**src/common/rmw_pkg.sv**
```systemverilog
// RMW engine shared definitions
package rmw_pkg;

    localparam int DATA_WIDTH = 16;     // RAM word and operand width
    localparam int ADDR_WIDTH = 10;
    localparam int MEM_DEPTH  = 1024;

    // top word has no partner at addr + 1
    localparam logic [ADDR_WIDTH-1:0] LAST_ADDR = ADDR_WIDTH'(MEM_DEPTH - 1);

    typedef enum logic [1:0] {
        OP_READ  = 2'd0,                // return the pair unchanged
        OP_WRITE = 2'd1,                // operand into both words
        OP_ADD   = 2'd2,
        OP_SUB   = 2'd3
    } rmw_op_e;

    typedef enum logic [1:0] {
        ST_OK       = 2'd0,
        ST_ADDR_ERR = 2'd1              // base address out of range
    } rmw_status_e;

    typedef enum logic [2:0] {
        S_IDLE  = 3'd0,
        S_ADDR  = 3'd1,                 // addresses presented to the RAM
        S_DATA  = 3'd2,                 // read data back, modify
        S_WRITE = 3'd3,
        S_DONE  = 3'd4
    } exec_state_e;

    // host command, 28 bits
    typedef struct packed {
        rmw_op_e               op;
        logic [ADDR_WIDTH-1:0] addr;
        logic [DATA_WIDTH-1:0] operand;
    } rmw_cmd_t;

    // host response, 34 bits
    typedef struct packed {
        rmw_status_e           status;
        logic [DATA_WIDTH-1:0] data_a;  // word at addr
        logic [DATA_WIDTH-1:0] data_b;  // word at addr + 1
    } rmw_rsp_t;

    // decoded operation, both port addresses already resolved
    typedef struct packed {
        rmw_op_e               op;
        logic [ADDR_WIDTH-1:0] addr_a;
        logic [ADDR_WIDTH-1:0] addr_b;
        logic [DATA_WIDTH-1:0] operand;
    } exec_op_t;

endpackage

```
**src/design/rsp_result.sv**
```systemverilog
// Response capture and host ack
`timescale 1ns/100ps

module rsp_result import rmw_pkg::*; (
    input  logic     clk,
    input  logic     reset,
    input  logic     req,
    input  rmw_rsp_t exec_rsp,
    input  logic     exec_done,
    input  logic     err_valid,
    output rmw_rsp_t rsp,
    output logic     ack
);

    // held until the next command completes
    always_ff @(posedge clk) begin
        if (exec_done) begin
            rsp <= exec_rsp;
        end else if (err_valid) begin
            rsp <= '{status: ST_ADDR_ERR, data_a: '0, data_b: '0};  // rejected, no data
        end
    end

    // up on capture, down once req is seen low
    always_ff @(posedge clk or negedge reset) begin
        if (!reset) begin
            ack <= 1'b0;
        end else if (exec_done || err_valid) begin
            ack <= 1'b1;
        end else if (ack && !req) begin
            ack <= 1'b0;
        end
    end

endmodule

```
**config.mk**
```make
export PLATFORM = sky130hd
export DESIGN_NAME = rsp_result
export DESIGN_NICKNAME = d
export VERILOG_FILES = /design/src/common/rmw_pkg.sv /design/src/design/rsp_result.sv
export SDC_FILE = /design/constraint.sdc
export NUM_CORES = 1
export LEC_CHECK = 0
export BUFFER_PORTS_ARGS = -buffer_cell sky130_fd_sc_hd__buf_2
export CAP_MARGIN = 20
export CORE_MARGIN = 1
export CORE_UTILIZATION = 39
export DETAILED_ROUTE_END_ITERATION = 10
export GPL_TIMING_DRIVEN = 0
export PLACE_DENSITY = 0.75
export REMOVE_ABC_BUFFERS = 1
export SLEW_MARGIN = 40
export SYNTH_ARGS = -nofsm -noshare
export SYNTH_HDL_FRONTEND = slang
export SYNTH_SLANG_ARGS = --single-unit
export TNS_END_PERCENT = 5
```
**constraint.sdc**
```tcl
create_clock -name clk -period 0.84 [get_ports clk]
set_clock_uncertainty 0.1 [all_clocks]
set_input_delay 0.084 -clock clk [delete_from_list [all_inputs] [get_ports clk]]
set_output_delay 0.084 -clock clk [all_outputs]
set_load 0.01 [all_outputs]
```
==> metrics.cfg <==
[layout]
postLayoutCoreUtil=0.576
antennaDiodeCount=0
final_cells=199
fillerInstances=282
syn2layout_area_growth_pct=36.8
fin_nets=193
seq_area_um2=1050
multi_input_comb_area_um2=278
drive_gt1_frac=0.710

[placement]
place_worst_setup_slack_ns=-0.861
placedCellCount=188
gp_congestion=0.702
portBuffers=73

[setup_path]
cp_cell_sequence=buf_2
reg2reg_depth=1
crit_family=flip-flops
crit_path_end_kind=primary output
critical_path_class=flop to primary output
critical-path-max-stage-delay_ns=0.39
cp.depth=1
crit_path_start_kind=flop
crit_path_max_fanout=1
required_ns=0.66
slowest_stage=edfxtp_1
crit_buf_inv=1
crit_arrival_ns=0.87

[floorplan]
initial_utilization=0.421
die_x_um=60.3
dieArea_um2=3640
core_um2=3150
ios=74
rows=20
fp.dieH_um=60.3

[power_and_ir_drop]
p_per_area_nw_per_um2=1860
p_leak_uw=0.000827
max-vdd-ir-drop_mv=1.38

[global_route]
gr-total-overflow=0
grt_pass1_wl_um=3690
grt_pass1_vias=888
grt_max_degree=38
grt_util_all_layers=0.148
antenna_found_initial=0

[yosys]
syn_area_um2=1330
synthArstFlopShare=0.0286
synth-seq-cells=35
synth_area_leaders=edfxtp_1, and2_2, dfrtp_1
ys.flop_type=edfxtp_1
synthCells=74
yosysTopAreaCell=edfxtp_1
ys_seq_area_frac=0.788
yosysTopAreaCellShare=0.769
synth_cell_type_count=8
yosys-top-cells-count=edfxtp_1, and2_2, and2_1, clkbuf_2
yosys_warnings=0
yosysMostFrequentCell=edfxtp_1
synth_edf_count=34
postSynthAreaPerCell_um2=17.9

[drt]
routed_wl_um=2360
drcViolationCount=0
detail_route.wl_per_cell_um=11.9
dr_total_vias=844
postRouteAntennaNets=0
vias_per_cell=4.24
drt_iter0_drc=27
dr.pass1.iters=3

[worst_hold_path]
hold-path-cell-count=2
min_path_type=primary input to flop

[clocking]
cts.htree.levels=2
cts_buffers=5
cts_tree=yes
cts_hold_buf=2
cts_buffer_depth=2
clkTransAtPathRegs_ns=0.10
clk_latency_ns=0.33
clockRootBuffer=clkbuf_4
cts_sinks=35

[timing]
tightest_slew_ns=0.261
clock.fmax_ghz=0.952
fin_crit_ns=1.05
setup_viol=36
slew_headroom=0.826
rsz0062_at_grt=yes
setup_tns_ns=-6.32
worst_slack_ns=-0.211
hold_slack_ns=-0.136
fin_crit_sh=1.25
hold_viol=35
slew_viol_final=0

[status]
status=finished with violations
failed_checks=hold timing, setup timing

[run]
maxCapViolCount=0

==> state kept, by name, indices dropped and copies added, names as in the netlist <==
| register | cells |
|---|---|
| ack | 1 |
| rsp | 34 |
==> final timing paths <==
| check | from | endpoint | slack, ns |
|---|---|---|---|
| worst max-delay path | rsp[12] | rsp[12] | -0.21 |
| worst min-delay path | req | ack | -0.14 |
| worst max register to register | ack | ack | -0.01 |
| worst min register to register | ack | ack | 0.41 |
| max in group asynchronous | reset | ack | 0.05 |
| min in group asynchronous | reset | ack | 0.49 |
==> where the power goes <==
group	internal [uW]	total [uW]	leakage [uW]	switching (uW)
registers	2080	2120	0.000369	34.1
logic	231	451	0.000431	221
clock network	310	812	0.0000273	502
total	2620	3380	0.000827	757
==> per-layer routing <==
layer / wire [um] / up-vias / global-route usage
met1: 911 / 376 / 0.139
met3: 224 / 2 / 0.0810
li1: - / 419 / -
met2: 1220 / 47 / 0.262
met4: 12 / 0 / 0.0631
met5: 0 / - / 0
==> cell families (layout without fill, tap and decap cells) <==
group / after synthesis / count (layout) / synth area share
compound gates: 1 / 1 / 0.00660
buf+inv: 3 / 83 / 0.0113
flops: 35 / 35 / 0.788
simple gates: 35 / 36 / 0.194
==> per-stage QoR <==
stage	cell area (um^2)	total power (uW)
2_1_floorplan	1310	2350
3_3_place_gp	1730	2590
3_5_place_dp	1730	2600
4_1_cts	1820	3450
5_1_grt	1820	3580
6_report	1820	3380
==> cell usage in the layout, fill, tap and decap left out <==
cell type / netlist / final
buf_4: 0 / 1
clkbuf_4: 0 / 5
dlygate4sd3_1: 0 / 2
and2_1: 3 / 3
or2_4: 0 / 2
dfrtp_1: 1 / 1
buf_2: 0 / 72
a211o_1: 1 / 1
edfxtp_1: 34 / 34
clkinv_1: 0 / 2
or2b_1: 1 / 1
and2_2: 30 / 30
clkbuf_1: 0 / 1
==> what timing repair did <==
action                                  in CTS  in global routing
endpoints found under the setup margin      70                 36
cloned                                       1                  0
hold endpoints to repair                    36                 35
buffers inserted                             0                  0
pin swaps                                    1                  0
resized for setup                            3                  0
==> area by class of cell <==
cell class | instances | share of cell area
flip-flops and latches | 35 | 0.576
multi-input cells | 37 | 0.153
repair buffers | 75 | 0.214
clock inverters | 2 | 0.00414
well taps | 44 | 0.0303
clock buffers | 6 | 0.0227
Power figures use the tool's default switching activity.
