--- config.mk ---
export PLATFORM = sky130hd
export DESIGN_NAME = rmw_execute
export DESIGN_NICKNAME = d
export VERILOG_FILES = /design/src/common/rmw_pkg.sv /design/src/rmw_engine/rmw_execute.sv
export SDC_FILE = /design/constraint.sdc
export NUM_CORES = 1
export LEC_CHECK = 0
export BUFFER_PORTS_ARGS = -buffer_cell sky130_fd_sc_hd__buf_4
export CAP_MARGIN = 25
export CORE_ASPECT_RATIO = 0.9
export CORE_UTILIZATION = 54
export CTS_CLUSTER_DIAMETER = 60
export DETAILED_ROUTE_END_ITERATION = 6
export PLACE_DENSITY = 0.83
export SYNTH_ARGS = -nofsm -noshare
export SYNTH_HDL_FRONTEND = slang
export SYNTH_SLANG_ARGS = --single-unit
--- constraint.sdc ---
create_clock -name clk -period 9.47 [get_ports clk]
set_input_delay 0.4735 -clock clk [delete_from_list [all_inputs] [get_ports clk]]
set_output_delay 0.4735 -clock clk [all_outputs]
set_load 0.05 [all_outputs]
--- src/common/rmw_pkg.sv ---
// RMW engine shared definitions
package rmw_pkg;

    localparam int DATA_WIDTH = 16;     // RAM word and operand width
    localparam int ADDR_WIDTH = 10;
    localparam int MEM_DEPTH  = 1024;

    // top word has no partner at addr + 1
    localparam logic [ADDR_WIDTH-1:0] LAST_ADDR = ADDR_WIDTH'(MEM_DEPTH - 1);

    typedef enum logic [1:0] {
        OP_READ  = 2'd0,                // return the pair unchanged
        OP_WRITE = 2'd1,                // operand into both words
        OP_ADD   = 2'd2,
        OP_SUB   = 2'd3
    } rmw_op_e;

    typedef enum logic [1:0] {
        ST_OK       = 2'd0,
        ST_ADDR_ERR = 2'd1              // base address out of range
    } rmw_status_e;

    typedef enum logic [2:0] {
        S_IDLE  = 3'd0,
        S_ADDR  = 3'd1,                 // addresses presented to the RAM
        S_DATA  = 3'd2,                 // read data back, modify
        S_WRITE = 3'd3,
        S_DONE  = 3'd4
    } exec_state_e;

    // host command, 28 bits
    typedef struct packed {
        rmw_op_e               op;
        logic [ADDR_WIDTH-1:0] addr;
        logic [DATA_WIDTH-1:0] operand;
    } rmw_cmd_t;

    // host response, 34 bits
    typedef struct packed {
        rmw_status_e           status;
        logic [DATA_WIDTH-1:0] data_a;  // word at addr
        logic [DATA_WIDTH-1:0] data_b;  // word at addr + 1
    } rmw_rsp_t;

    // decoded operation, both port addresses already resolved
    typedef struct packed {
        rmw_op_e               op;
        logic [ADDR_WIDTH-1:0] addr_a;
        logic [ADDR_WIDTH-1:0] addr_b;
        logic [DATA_WIDTH-1:0] operand;
    } exec_op_t;

endpackage

--- src/rmw_engine/rmw_execute.sv ---
// Word pair read-modify-write sequencer
`timescale 1ns/100ps

module rmw_execute import rmw_pkg::*; (
    input  logic                  clk,
    input  logic                  reset,
    input  exec_op_t              exec_op,
    input  logic                  exec_valid,
    input  logic [DATA_WIDTH-1:0] q_a,
    input  logic [DATA_WIDTH-1:0] q_b,
    output logic [ADDR_WIDTH-1:0] addr_a,
    output logic [ADDR_WIDTH-1:0] addr_b,
    output logic [DATA_WIDTH-1:0] data_a,
    output logic [DATA_WIDTH-1:0] data_b,
    output logic                  we_a,
    output logic                  we_b,
    output rmw_rsp_t              exec_rsp,
    output logic                  exec_done
);

    exec_state_e           state;
    exec_state_e           state_next;
    exec_op_t              op_q;        // held for the whole sequence
    logic [DATA_WIDTH-1:0] word_a;      // modified word, port a
    logic [DATA_WIDTH-1:0] word_b;      // modified word, port b
    logic [DATA_WIDTH-1:0] new_a;
    logic [DATA_WIDTH-1:0] new_b;

    // apply one opcode to one word, sums wrap at DATA_WIDTH
    function automatic logic [DATA_WIDTH-1:0] modify(
        input rmw_op_e               op,
        input logic [DATA_WIDTH-1:0] word,
        input logic [DATA_WIDTH-1:0] operand
    );
        case (op)
            OP_WRITE: return operand;
            OP_ADD:   return word + operand;
            OP_SUB:   return word - operand;
            default:  return word;          // read keeps the word
        endcase
    endfunction

    always_comb begin
        state_next = state;
        case (state)
            S_IDLE: begin
                if (exec_valid) begin
                    state_next = S_ADDR;
                end
            end
            S_ADDR: begin
                state_next = S_DATA;            // RAM registers read data
            end
            S_DATA: begin
                if (op_q.op == OP_READ) begin
                    state_next = S_DONE;        // nothing to write back
                end else begin
                    state_next = S_WRITE;
                end
            end
            S_WRITE: begin
                state_next = S_DONE;
            end
            S_DONE: begin
                state_next = S_IDLE;
            end
            default: begin
                state_next = S_IDLE;
            end
        endcase
    end

    always_ff @(posedge clk or negedge reset) begin
        if (!reset) begin
            state <= S_IDLE;
        end else begin
            state <= state_next;
        end
    end

    // operation latched once per command
    always_ff @(posedge clk) begin
        if (state == S_IDLE && exec_valid) begin
            op_q <= exec_op;
        end
    end

    assign new_a = modify(op_q.op, q_a, op_q.operand);
    assign new_b = modify(op_q.op, q_b, op_q.operand);

    // q is valid in S_DATA, one cycle after S_ADDR
    always_ff @(posedge clk) begin
        if (state == S_DATA) begin
            word_a <= new_a;
            word_b <= new_b;
        end
    end

    assign addr_a = op_q.addr_a;
    assign addr_b = op_q.addr_b;
    assign data_a = word_a;
    assign data_b = word_b;

    // both ports written in the same cycle
    assign we_a = (state == S_WRITE);
    assign we_b = (state == S_WRITE);

    assign exec_done = (state == S_DONE);
    assign exec_rsp  = '{status: ST_OK, data_a: word_a, data_b: word_b};

endmodule

==> flow_summary_export.csv <==
group,metric,value,unit
place,dp.cells,848,
pwr,power_density,333,nW/um2
run,drv_cap,0,
sta,fmax,192,MHz
synthesis,synth-edff-count,70,
finish,layout-drive-gt1-share,0.279,
setup_path,ff2ff_setup_slack,4.28,ns
global_routing,grt_pass1_vias,4721,
sta,slew_headroom,0.329,
place,placed_area,6780,um2
floorplan,die_y,102,um
global_routing,grt_overflow,0,
sta,fin_skew,0.0132,ns
synthesis,avgSynthCellArea,9.20,um2
cts,root_buffer,"clkbuf_16",
cts,cts_setup_buffers,0,
cts,cts-buffers-inserted,9,
finish,filler_cell_count,800,
setup_path,crit_buf_inv,2,
finish,final_cell_mix,"buf_4 (164), edfxtp_1 (70), nor2_1 (50)",
setup_path,reg2reg_depth,16,
synthesis,synth_area_leaders,"edfxtp_1 (35%), buf_4 (6.9%), xnor2_1 (6.6%)",
global_routing,grt_max_degree,64,
floorplan,coreArea,10500,um2
global_routing,antenna_found_initial,0,
setup_path,crit_slowest_cell,"o21ai_0",
synthesis,ys_warn_count,0,
setup_path,worst_path_most_repeated_cell,"a21oi_1",
cts,cts_buffer_depth,2,
synthesis,synthCells,646,
synthesis,synthFlopType,"edfxtp_1",
sta,setup_ws,4.28,ns
cts,clk_latency,0.35,ns
route,post_drt_wl_per_cell,17.0,um
global_routing,grt_use_total,0.261,
finish,final_common_cell,"buf_4",
setup_path,start_kind,"flop",
sta,worst_pin_slew,1.00,ns
setup_path,crit_required,9.66,ns
finish,nets,817,
global_routing,grt_pass1_wl,23.2,mm
synthesis,synth.cell_area,5950,um2
place,globalplace.congestion,0.893,
synthesis,synth_top_area_frac,0.354,
floorplan,start_util,0.568,
pwr,ir_drop,0.172,mV
sta,rsz0062_at_grt,"false",
route,dr.pass1.iters,5,
sta,setup_viol,0,
synthesis,synth_top_area_cell,"edfxtp_1",
route,wl,14.7,mm
finish,syn_to_final_growth,19.2,%
setup_path,r2r-end,"data_a[9]$_DFFE_PN_",
finish,diodes,0,
route,routed_via_density,5.95,
min_path,min_from,"exec_op[18]",
min_path,hold_depth,1,
synthesis,synthArstFlopShare,0.0411,
setup_path,critical_path_class,"reg -> reg",
place,dp_slack,4.30,ns
setup_path,crit_path_cell_trace,"buf_4, nand2_1, o21ai_0, inv_1, ha_1, nor2b_1, o21a_1, a211oi_1, o2111ai_1, and3_1, maj3_1, a21oi_1, mux2_2, a221oi_1, o22ai_1, a21oi_1",
sta,period_share,0.549,
setup_path,cp.arrival,5.38,ns
sta,hold_violations,0,
setup_path,crit_path_end_kind,"flop",
cts,cts_tree,"yes",
sta,setup_tns,0,ns
sta,finalMaxSlewViolations,0,
floorplan,die_area,11400,um2
floorplan,fp.dieW,113,um
min_path,hold_path_end,"addr_b[2]$_DFFE_PP_",
pwr,leakagePower,2.85,nW
setup_path,critPathTopFamily,"compound AO/OA/AOI/OAI gates",
route,postRouteAntennaNets,0,
pwr,p_total,2.36,mW
synthesis,synth_cell_types,77,
status,status,"finished, final reports clean",
cts,cts.htree.levels,3,
finish,instances_no_fill,865,
cts,cts_sinks,73,
sta,min_period,5.19,ns
setup_path,r2r_start,"op_q[37]$_DFFE_PP_",
place,place_hpwl,10.9,mm
setup_path,cp_max_fo,63,
place,port_buffers,159,
synthesis,ys_ff_latch,73,
route,via_count,5146,
route,drt_iter0_markers,363,
setup_path,critical-path-max-stage-delay,0.54,ns
floorplan,pin_count,162,
cts,path_clk_slew,0.06,ns
finish,final_area,7090,um2
synthesis,ys_seq_area_frac,0.366,
floorplan,num_rows,35,
min_path,hold_path.class,"in -> reg",
route,drc,0,
## synthesized netlist by cell type, types with 6 or more instances
master / n
edfxtp_1: 70
and2_1: 11
and3_1: 9
nand2b_1: 9
nand2_1: 42
mux2i_1: 14
ha_1: 11
buf_4: 55
inv_1: 28
nand3_1: 10
buf_2: 6
a21oi_1: 44
nor2_1: 51
clkbuf_1: 23
o22ai_1: 6
o21ai_0: 42
xnor2_1: 45
a211oi_1: 15
a31oi_1: 13
xor2_1: 16
## metrics by stage
step	utilization	hold WS, ns
finish	0.677	0.309
global route	0.677	0.294
CTS	0.677	0.298
detailed placement	0.648	0.267
global placement	0.648	0.263
floorplan	-	0.178
## sequential cells by signal, summed over array words and instances, names as in the netlist
name,cells
state,3
op_q,18
addr_a,10
addr_b,10
data_a,16
data_b,16
## worst max-delay path by stage
stage | startpoint | end | slack (ns) | depth (start not counted)
floorplan | state[1]$_DFFE_PN0P_ | addr_a[0]$_DFFE_PP_ | 4.46 | 1
global placement | op_q[37]$_DFFE_PP_ | data_a[9]$_DFFE_PN_ | 4.56 | 16
detailed placement | op_q[37]$_DFFE_PP_ | data_a[9]$_DFFE_PN_ | 4.30 | 16
CTS | op_q[37]$_DFFE_PP_ | data_a[9]$_DFFE_PN_ | 4.28 | 16
global route | op_q[37]$_DFFE_PP_ | data_a[9]$_DFFE_PN_ | 3.94 | 16
finish | op_q[37]$_DFFE_PP_ | data_a[9]$_DFFE_PN_ | 4.28 | 16
## layer usage
metal	share of wire	GRT usage	routed length (um)	vias to the layer above
met5	0	0	0	-
met4	0.0098	0.0903	144	0
met3	0.092	0.0431	1350	14
met2	0.45	0.413	6600	260
met1	0.45	0.365	6590	2395
li1	-	-	-	2477
## area by class of cell
| class | instances | area, um2 | share of cell area |
|---|---|---|---|
| well taps | 129 | 161 | 0.0228 |
| multi-input cells | 453 | 3100 | 0.438 |
| flip-flops and latches | 73 | 2180 | 0.307 |
| clock buffers | 10 | 229 | 0.0323 |
| repair buffers | 165 | 1240 | 0.175 |
| clock inverters | 6 | 66.3 | 0.00936 |
| inverters | 29 | 109 | 0.0154 |
## logic make-up (layout without fill, tap and decap cells)
group,Yosys count,after routing,share of synthesized area
xor+xnor,61,61,0.0899
flops,73,73,0.366
compound gates,188,188,0.219
mux,19,19,0.0330
buf+inv,121,210,0.114
simple gates,163,163,0.135
fa+ha+maj,20,20,0.0421
other cells,1,2,0.000631
## timing repair
| item | 4_1_cts | 5_1_grt |
|---|---|---|
| gates resized for setup | 0 | 0 |
| hold buffers | 1 | 0 |
| endpoints found under the hold margin | 3 | 0 |
## where the power goes
group / switching [mW] / total, mW / internal [mW]
Clock: 0.138 / 0.343 / 0.205
Combinational: 0.962 / 1.45 / 0.490
Sequential: 0.0707 / 0.567 / 0.497
Power figures use the tool's default switching activity.
