$ cat src/common/rmw_pkg.sv
// RMW engine shared definitions
package rmw_pkg;

    localparam int DATA_WIDTH = 16;     // RAM word and operand width
    localparam int ADDR_WIDTH = 10;
    localparam int MEM_DEPTH  = 1024;

    // top word has no partner at addr + 1
    localparam logic [ADDR_WIDTH-1:0] LAST_ADDR = ADDR_WIDTH'(MEM_DEPTH - 1);

    typedef enum logic [1:0] {
        OP_READ  = 2'd0,                // return the pair unchanged
        OP_WRITE = 2'd1,                // operand into both words
        OP_ADD   = 2'd2,
        OP_SUB   = 2'd3
    } rmw_op_e;

    typedef enum logic [1:0] {
        ST_OK       = 2'd0,
        ST_ADDR_ERR = 2'd1              // base address out of range
    } rmw_status_e;

    typedef enum logic [2:0] {
        S_IDLE  = 3'd0,
        S_ADDR  = 3'd1,                 // addresses presented to the RAM
        S_DATA  = 3'd2,                 // read data back, modify
        S_WRITE = 3'd3,
        S_DONE  = 3'd4
    } exec_state_e;

    // host command, 28 bits
    typedef struct packed {
        rmw_op_e               op;
        logic [ADDR_WIDTH-1:0] addr;
        logic [DATA_WIDTH-1:0] operand;
    } rmw_cmd_t;

    // host response, 34 bits
    typedef struct packed {
        rmw_status_e           status;
        logic [DATA_WIDTH-1:0] data_a;  // word at addr
        logic [DATA_WIDTH-1:0] data_b;  // word at addr + 1
    } rmw_rsp_t;

    // decoded operation, both port addresses already resolved
    typedef struct packed {
        rmw_op_e               op;
        logic [ADDR_WIDTH-1:0] addr_a;
        logic [ADDR_WIDTH-1:0] addr_b;
        logic [DATA_WIDTH-1:0] operand;
    } exec_op_t;

endpackage

$ cat src/design/cmd_decode.sv
// Command decode and address check
`timescale 1ns/100ps

module cmd_decode import rmw_pkg::*; (
    input  logic     clk,
    input  logic     reset,
    input  logic     req,
    input  logic     ack,
    input  rmw_cmd_t cmd,
    output exec_op_t exec_op,
    output logic     exec_valid,
    output logic     err_valid
);

    logic busy;         // handshake in progress
    logic accept;       // new command this cycle
    logic taken;        // command latched on the last edge
    logic addr_ok;      // base has a partner word

    assign accept = req && !busy;

    // busy from accept until req and ack are both low
    always_ff @(posedge clk or negedge reset) begin
        if (!reset) begin
            busy <= 1'b0;
        end else if (accept) begin
            busy <= 1'b1;
        end else if (!req && !ack) begin
            busy <= 1'b0;
        end
    end

    // resolve both port addresses once, on accept
    always_ff @(posedge clk) begin
        if (accept) begin
            exec_op.op      <= cmd.op;
            exec_op.addr_a  <= cmd.addr;
            exec_op.addr_b  <= cmd.addr + ADDR_WIDTH'(1);
            exec_op.operand <= cmd.operand;
            addr_ok         <= (cmd.addr < LAST_ADDR);
        end
    end

    // one-cycle issue pulse, either to execute or to the error path
    always_ff @(posedge clk or negedge reset) begin
        if (!reset) begin
            taken      <= 1'b0;
            exec_valid <= 1'b0;
            err_valid  <= 1'b0;
        end else begin
            taken      <= accept;
            exec_valid <= taken && addr_ok;
            err_valid  <= taken && !addr_ok;
        end
    end

endmodule

$ cat config.mk
export PLATFORM = sky130hd
export DESIGN_NAME = cmd_decode
export DESIGN_NICKNAME = d
export VERILOG_FILES = /design/src/common/rmw_pkg.sv /design/src/design/cmd_decode.sv
export SDC_FILE = /design/constraint.sdc
export NUM_CORES = 1
export LEC_CHECK = 0
export ABC_AREA = 1
export BUFFER_PORTS_ARGS = -buffer_cell sky130_fd_sc_hd__buf_2
export CORE_MARGIN = 2
export CORE_UTILIZATION = 43
export CTS_CLUSTER_DIAMETER = 100
export DETAILED_ROUTE_END_ITERATION = 12
export GPL_TIMING_DRIVEN = 0
export PLACE_DENSITY = 0.77
export SLEW_MARGIN = 5
export SYNTH_ARGS = -nofsm -noshare
export SYNTH_HDL_FRONTEND = slang
export SYNTH_SLANG_ARGS = --single-unit
export TNS_END_PERCENT = 1
$ cat constraint.sdc
create_clock -name clk -period 3.3 [get_ports clk]
set_clock_uncertainty 0.1 [all_clocks]
set_input_delay 0.33 -clock clk [delete_from_list [all_inputs] [get_ports clk]]
set_output_delay 0.33 -clock clk [all_outputs]
set_load 0.005 [all_outputs]
==> results.json, run 1 <==
{
  "nNetsFinal": 207,
  "port_buffers": 71,
  "finalWirelength_mm": 2.673,
  "synthTopCellsByCount": "edfxtp_1 (39), nand2_1 (22), inv_1 (10), nor2_1 (5), dfrtp_1 (4)",
  "drt_first_iter_violations": 29,
  "reg2reg_to": "exec_op[1]$_DFFE_PP_",
  "yosys-top-cells-area": "edfxtp_1 (77%), dfrtp_1 (6.6%), nand2_1 (5.4%)",
  "diodes": 0,
  "cp_data_arrival_time_ns": 1.48,
  "hold_path_end": "exec_op[15]$_DFFE_PP_",
  "worst_setup_path_start_kind": "flip-flop",
  "synth_warnings": 0,
  "min_path_type": "in2reg",
  "max_freq_mhz": 650.1,
  "yosysMostFrequentCell": "edfxtp_1",
  "grt_pass1_vias": 970,
  "power_frac_comb": 0.079,
  "critical_path_required_ns": 3.24,
  "htreeDepth": 2,
  "worstPathCellList": "nor2_4, buf_16",
  "hp-start": "cmd[15]",
  "r2r-start": "busy$_DFFE_PN0P_",
  "finalCriticalPeriod_ns": 1.538,
  "antenna_found_initial": 0,
  "post-route-period-util": 0.4661,
  "final_area_um2": 2034,
  "p_int_mw": 0.7570,
  "peakVddDrop_mv": 0.2765,
  "hold_viol": 0,
  "cts_root_buf": "clkbuf_4",
  "dp_hpwl_mm": 2.061,
  "max_stage_delay_ns": 0.48,
  "netlist_area_um2": 1516,
  "viasPerCell": 4.493,
  "cts.sinks": 43,
  "cts_buffers": 5,
  "clockBufferDepth": 2,
  "crit_path_start": "busy$_DFFE_PN0P_",
  "endpoint_kind": "flip-flop",
  "ant_nets": 0,
  "grt_max_degree": 24,
  "slew_violations": 0,
  "p_sw_frac": 0.2047,
  "min_path_cells": 1,
  "tightest_slew_ns": 0.5688,
  "globalplace.congestion": 0.7043,
  "synthCells": 94,
  "seq_area_frac_synth": 0.8383,
  "path_clk_slew_ns": 0.12,
  "crit_type": "reg2reg",
  "p_per_area_nw_per_um2": 467.9,
  "p_clk_frac": 0.265,
  "p_seq_frac": 0.656,
  "synth_top_area_frac": 0.7723,
  "maxCapViolations": 0,
  "track_usage": 0.1423,
  "clk_latency_ns": 0.34,
  "rows": 21,
  "synth.distinct_cells": 14,
  "wire_per_inst_um": 12.10,
  "synth_flop_cell": "edfxtp_1",
  "area_delta_synth_final_pct": 34.16,
  "p_sw_mw": 0.1949,
  "syn-num-nets": 127,
  "reg2reg_depth": 2,
  "synth_area_per_cell_um2": 16.13,
  "async_reset_ff_frac": 0.09302,
  "p_leak_nw": 0.8938,
  "fillCellCount": 294,
  "vias": 993,
  "die_h_um": 63.39,
  "synth_edf_count": 39,
  "crit_fanout": 23,
  "grt-ovfl-total": 0,
  "initial_core_util": 0.4509,
  "die_w_um": 63.39,
  "cts_tree": "yes",
  "io_pins": 72,
  "slowest_stage": "nor2_4",
  "drive_gt1_frac": 0.4743,
  "r2r_slack_ns": 1.76,
  "ys_ff_latch": 43,
  "coreArea_um2": 3363,
  "dieArea_um2": 4018,
  "drc_errors": 0,
  "status": "completed",
  "grt_pass1_wl_mm": 4.326,
  "tns_ns": 0,
  "drtPass1Iterations": 4,
  "rsz0062_at_grt": "false",
  "placed_area_um2": 1964,
  "setup_violations": 0,
  "yosys.area.top_type": "edfxtp_1",
  "relSlewSlack": 0.6199
}
[flip-flops by register name, indices dropped and copies added, names as in the netlist]
signal,count
taken,1
err_valid,1
busy,1
exec_valid,1
addr_ok,1
exec_op,38
[routing by layer]
metal | vias up | global-route usage | part of all wire
li1 | 484 | - | -
met1 | 458 | 0.1441 | 0.38
met2 | 49 | 0.2566 | 0.52
met3 | 2 | 0.06429 | 0.095
met4 | 0 | 0.04891 | 0.0041
met5 | - | 0 | 0
[cells in the final DEF (no fill, tap or decap), types with 2 or more instances in the layout]
master / n
buf_2: 71
clkbuf_4: 5
dfrtp_1: 4
edfxtp_1: 39
inv_1: 10
nand2_1: 22
nand3_1: 3
nand4_1: 2
nor2_1: 4
nor2_4: 2
xor2_1: 3
[power groups by stage]
stage	Sequential [mW]	Combinational, mW	Clock [mW]
CTS	0.624	0.0771	0.265
global route	0.626	0.0844	0.282
detailed placement	0.636	0.0764	0
global placement	0.637	0.0675	0
floorplan	0.640	0.0210	0
finish	0.624	0.0756	0.252
[area by class of cell]
type / instances / area (um^2) / share of cell area
clock inverter: 1 / 5.005 / 0.002460
inverter: 10 / 37.54 / 0.01845
multi-input combinational: 41 / 215.2 / 0.1058
tap: 46 / 57.56 / 0.02829
sequential: 43 / 1271 / 0.6248
clock buffer: 7 / 55.05 / 0.02706
timing repair buffer: 73 / 392.9 / 0.1931
[worst max-delay path by stage]
stage                     depth (start not counted)               endpoint  slack (ns)
after floorplan                                   2      addr_ok$_DFFE_PP_        0.71
after global placement                            3  exec_op[16]$_DFFE_PP_        0.13
after detailed placement                          4  exec_op[16]$_DFFE_PP_        1.71
after CTS                                         2   exec_op[3]$_DFFE_PP_        1.73
after global routing                              2   exec_op[1]$_DFFE_PP_        1.68
final                                             2   exec_op[1]$_DFFE_PP_        1.76
[cells by family (layout without fill, tap and decap cells)]
group,Yosys count,count (layout),share of synthesized area
flops,43,43,0.8383
simple gates,36,36,0.1081
buf+inv,10,91,0.02476
xor+xnor,3,3,0.01733
fa+ha+maj,1,1,0.008250
compound gates,1,1,0.003297
[stage by stage]
step           total power [mW]  hold WS [ns]  setup slack, ns  cells    util
6_report                 0.9519       0.06704            1.762    221  0.6049
5_1_grt                  0.9931       0.03048            1.680    221  0.6049
4_1_cts                  0.9664       0.04453            1.732    221  0.6049
3_5_place_dp             0.7127       0.03601            1.710    212  0.5841
3_3_place_gp             0.7041       0.03216           0.1326    211  0.5737
2_1_floorplan            0.6612      -0.06559           0.7120     94       -
[critical path: cells and delay by family (launching register included)]
family / cells / cell delay [ns]
buffers and inverters: 1 / 0.24
AND/OR/NAND/NOR: 1 / 0.48
flip-flops: 1 / 0.42
[what timing repair did]
item,CTS,global route
endpoints found under the hold margin,4,0
resized for setup,0,0
hold buffers,1,0
buffers inserted,0,0
Note: power is estimated with default switching activity, not from simulation.
==> run 2, diff against run 1 <==
Settings changed: CORE_UTILIZATION 43 to 40, PLACE_DENSITY 0.77 to 0.75.
Clock period 3.3 ns to 1.3 ns, I/O delays scaled along.
==> run 2 against run 1 <==
The flow now finishes with violations (negative setup slack). Global-route usage up 1.3 points. Die area grew 7.0%. Sequential share of layout area is 8.8 points lower. Via count rose by 14%. Sequential cell count is the same. Final area rose by 17%. Critical path depth fell by 1. First-iteration DRC count rose by 59%. Maximum frequency rose by 11%. Final cell count rose by 14%. Non-clock buffer count increased by 27. Critical path type unchanged.
==> results.json, run 2 (same netlist as run 1, synthesis figures left out) <==
{
  "finalCriticalPeriod_ns": 1.380,
  "globalplace.congestion": 0.6857,
  "rows": 22,
  "crit_type": "reg2reg",
  "cts.sinks": 43,
  "status": "finished, violations left",
  "antenna_found_initial": 0,
  "whs_ns": 0.01797,
  "max_freq_mhz": 724.6,
  "slowest_stage": "dfrtp_2",
  "min_path_type": "in2reg",
  "p_per_area_nw_per_um2": 1190,
  "max_stage_delay_ns": 0.47,
  "dp_hpwl_mm": 1.911,
  "port_buffers": 71,
  "p_leak_nw": 1.023,
  "viasPerCell": 4.508,
  "placed_area_um2": 1939,
  "final_area_um2": 2371,
  "drt_first_iter_violations": 46,
  "drc_errors": 0,
  "wire_per_inst_um": 12.44,
  "die_h_um": 65.57,
  "relSlewSlack": 0.6358,
  "final_cell_mix": "buf_2 (69), edfxtp_1 (39), dlygate4sd3_1 (29)",
  "die_w_um": 65.57,
  "grt_pass1_vias": 1161,
  "track_usage": 0.1557,
  "coreArea_um2": 3661,
  "cts_buffers": 5,
  "tns_ns": -1.957,
  "slew_violations": 0,
  "largest_reg_flops": 38,
  "grt-ovfl-total": 0,
  "hold_viol": 0,
  "rsz0062_at_grt": "true",
  "path_clk_slew_ns": 0.08,
  "dieArea_um2": 4299,
  "p_total_mw": 2.821,
  "clockBufferDepth": 2,
  "cp_data_arrival_time_ns": 1.20,
  "nNetsFinal": 236,
  "setup_slack_ns": -0.08013,
  "setup_violations": 29,
  "endpoint_kind": "flip-flop",
  "violations": "negative setup slack",
  "vias": 1136,
  "drive_gt1_frac": 0.4265,
  "worst_setup_path_start_kind": "flip-flop",
  "ant_nets": 0,
  "crit_fanout": 20,
  "stdcell_count": 252,
  "finalWirelength_mm": 3.136,
  "final_common_cell": "buf_2",
  "grt_pass1_wl_mm": 4.871,
  "worstPathCellList": "nor2_4",
  "crit_family": "flip-flops",
  "cp.buffers_inverters": 0,
  "htreeDepth": 2,
  "io_pins": 72,
  "top_register": "exec_op",
  "fillCellCount": 277,
  "cts_tree": "yes",
  "tightest_slew_ns": 0.5450,
  "peakVddDrop_mv": 0.7058,
  "post-route-period-util": 1.062,
  "maxCapViolations": 0,
  "dp.cells": 213,
  "area_delta_synth_final_pct": 56.35,
  "diodes": 0,
  "clk_latency_ns": 0.28,
  "cts_root_buf": "clkbuf_8",
  "initial_core_util": 0.4142,
  "drtPass1Iterations": 4,
  "place_ws_ns": -0.4223,
  "grt_max_degree": 21,
  "postLayoutCoreUtil": 0.6476,
  "critical_path_required_ns": 1.12
}
-- run 2: cell count changes in the layout (fill, tap and decap cells not counted), moves of 2 or more --
cell           change
buf_2              -2
nor2_2             +3
nor2_1             -2
clkbuf_4           -5
clkbuf_8           +4
dlygate4sd3_1     +28
-- run 2: power breakdown --
part / switching (mW) / internal [mW]
Clock: 0.398 / 0.574
Combinational: 0.119 / 0.140
Sequential: 0.0173 / 1.57
Total: 0.535 / 2.29
-- run 2: layer usage --
metal	global-route usage	up-vias	share of wire
li1	-	542	-
met3	0.05479	4	0.069
met4	0.05469	0	0.0064
met1	0.1580	542	0.37
met2	0.2921	48	0.55
met5	0	-	0
-- run 2: final cells by class --
| cell class | count | area, um^2 | area share |
|---|---|---|---|
| sequential | 43 | 1272 | 0.5367 |
| timing repair buffer | 100 | 654.4 | 0.2760 |
| multi-input combinational | 43 | 240.2 | 0.1013 |
| clock buffer | 7 | 76.32 | 0.03219 |
| tap | 48 | 60.06 | 0.02533 |
| inverter | 10 | 37.54 | 0.01583 |
| clock inverter | 1 | 30.03 | 0.01266 |
-- run 2: timing repair --
| action | in CTS | in global routing |
|---|---|---|
| pin swaps | 2 | 2 |
| resized for setup | 2 | 6 |
| cloned | 1 | 1 |
| buffers inserted | 0 | 0 |
| setup endpoints to repair | 40 | 43 |
| hold buffers | 29 | 0 |
| hold endpoints to repair | 32 | 0 |
-- run 2: final timing paths --
check,slack (ns),startpoint,cells past startpoint,end
setup reg to reg,-0.08,busy$_DFFE_PN0P_,1,exec_op[7]$_DFFE_PP_
min in group asynchronous,0.07,reset,2,busy$_DFFE_PN0P_
hold reg to reg,0.33,addr_ok$_DFFE_PP_,1,err_valid$_DFF_PN0_
hold / removal,0.02,cmd[16],2,exec_op[16]$_DFFE_PP_
setup / recovery,-0.08,busy$_DFFE_PN0P_,1,exec_op[7]$_DFFE_PP_
max in group asynchronous,0.90,reset,2,busy$_DFFE_PN0P_
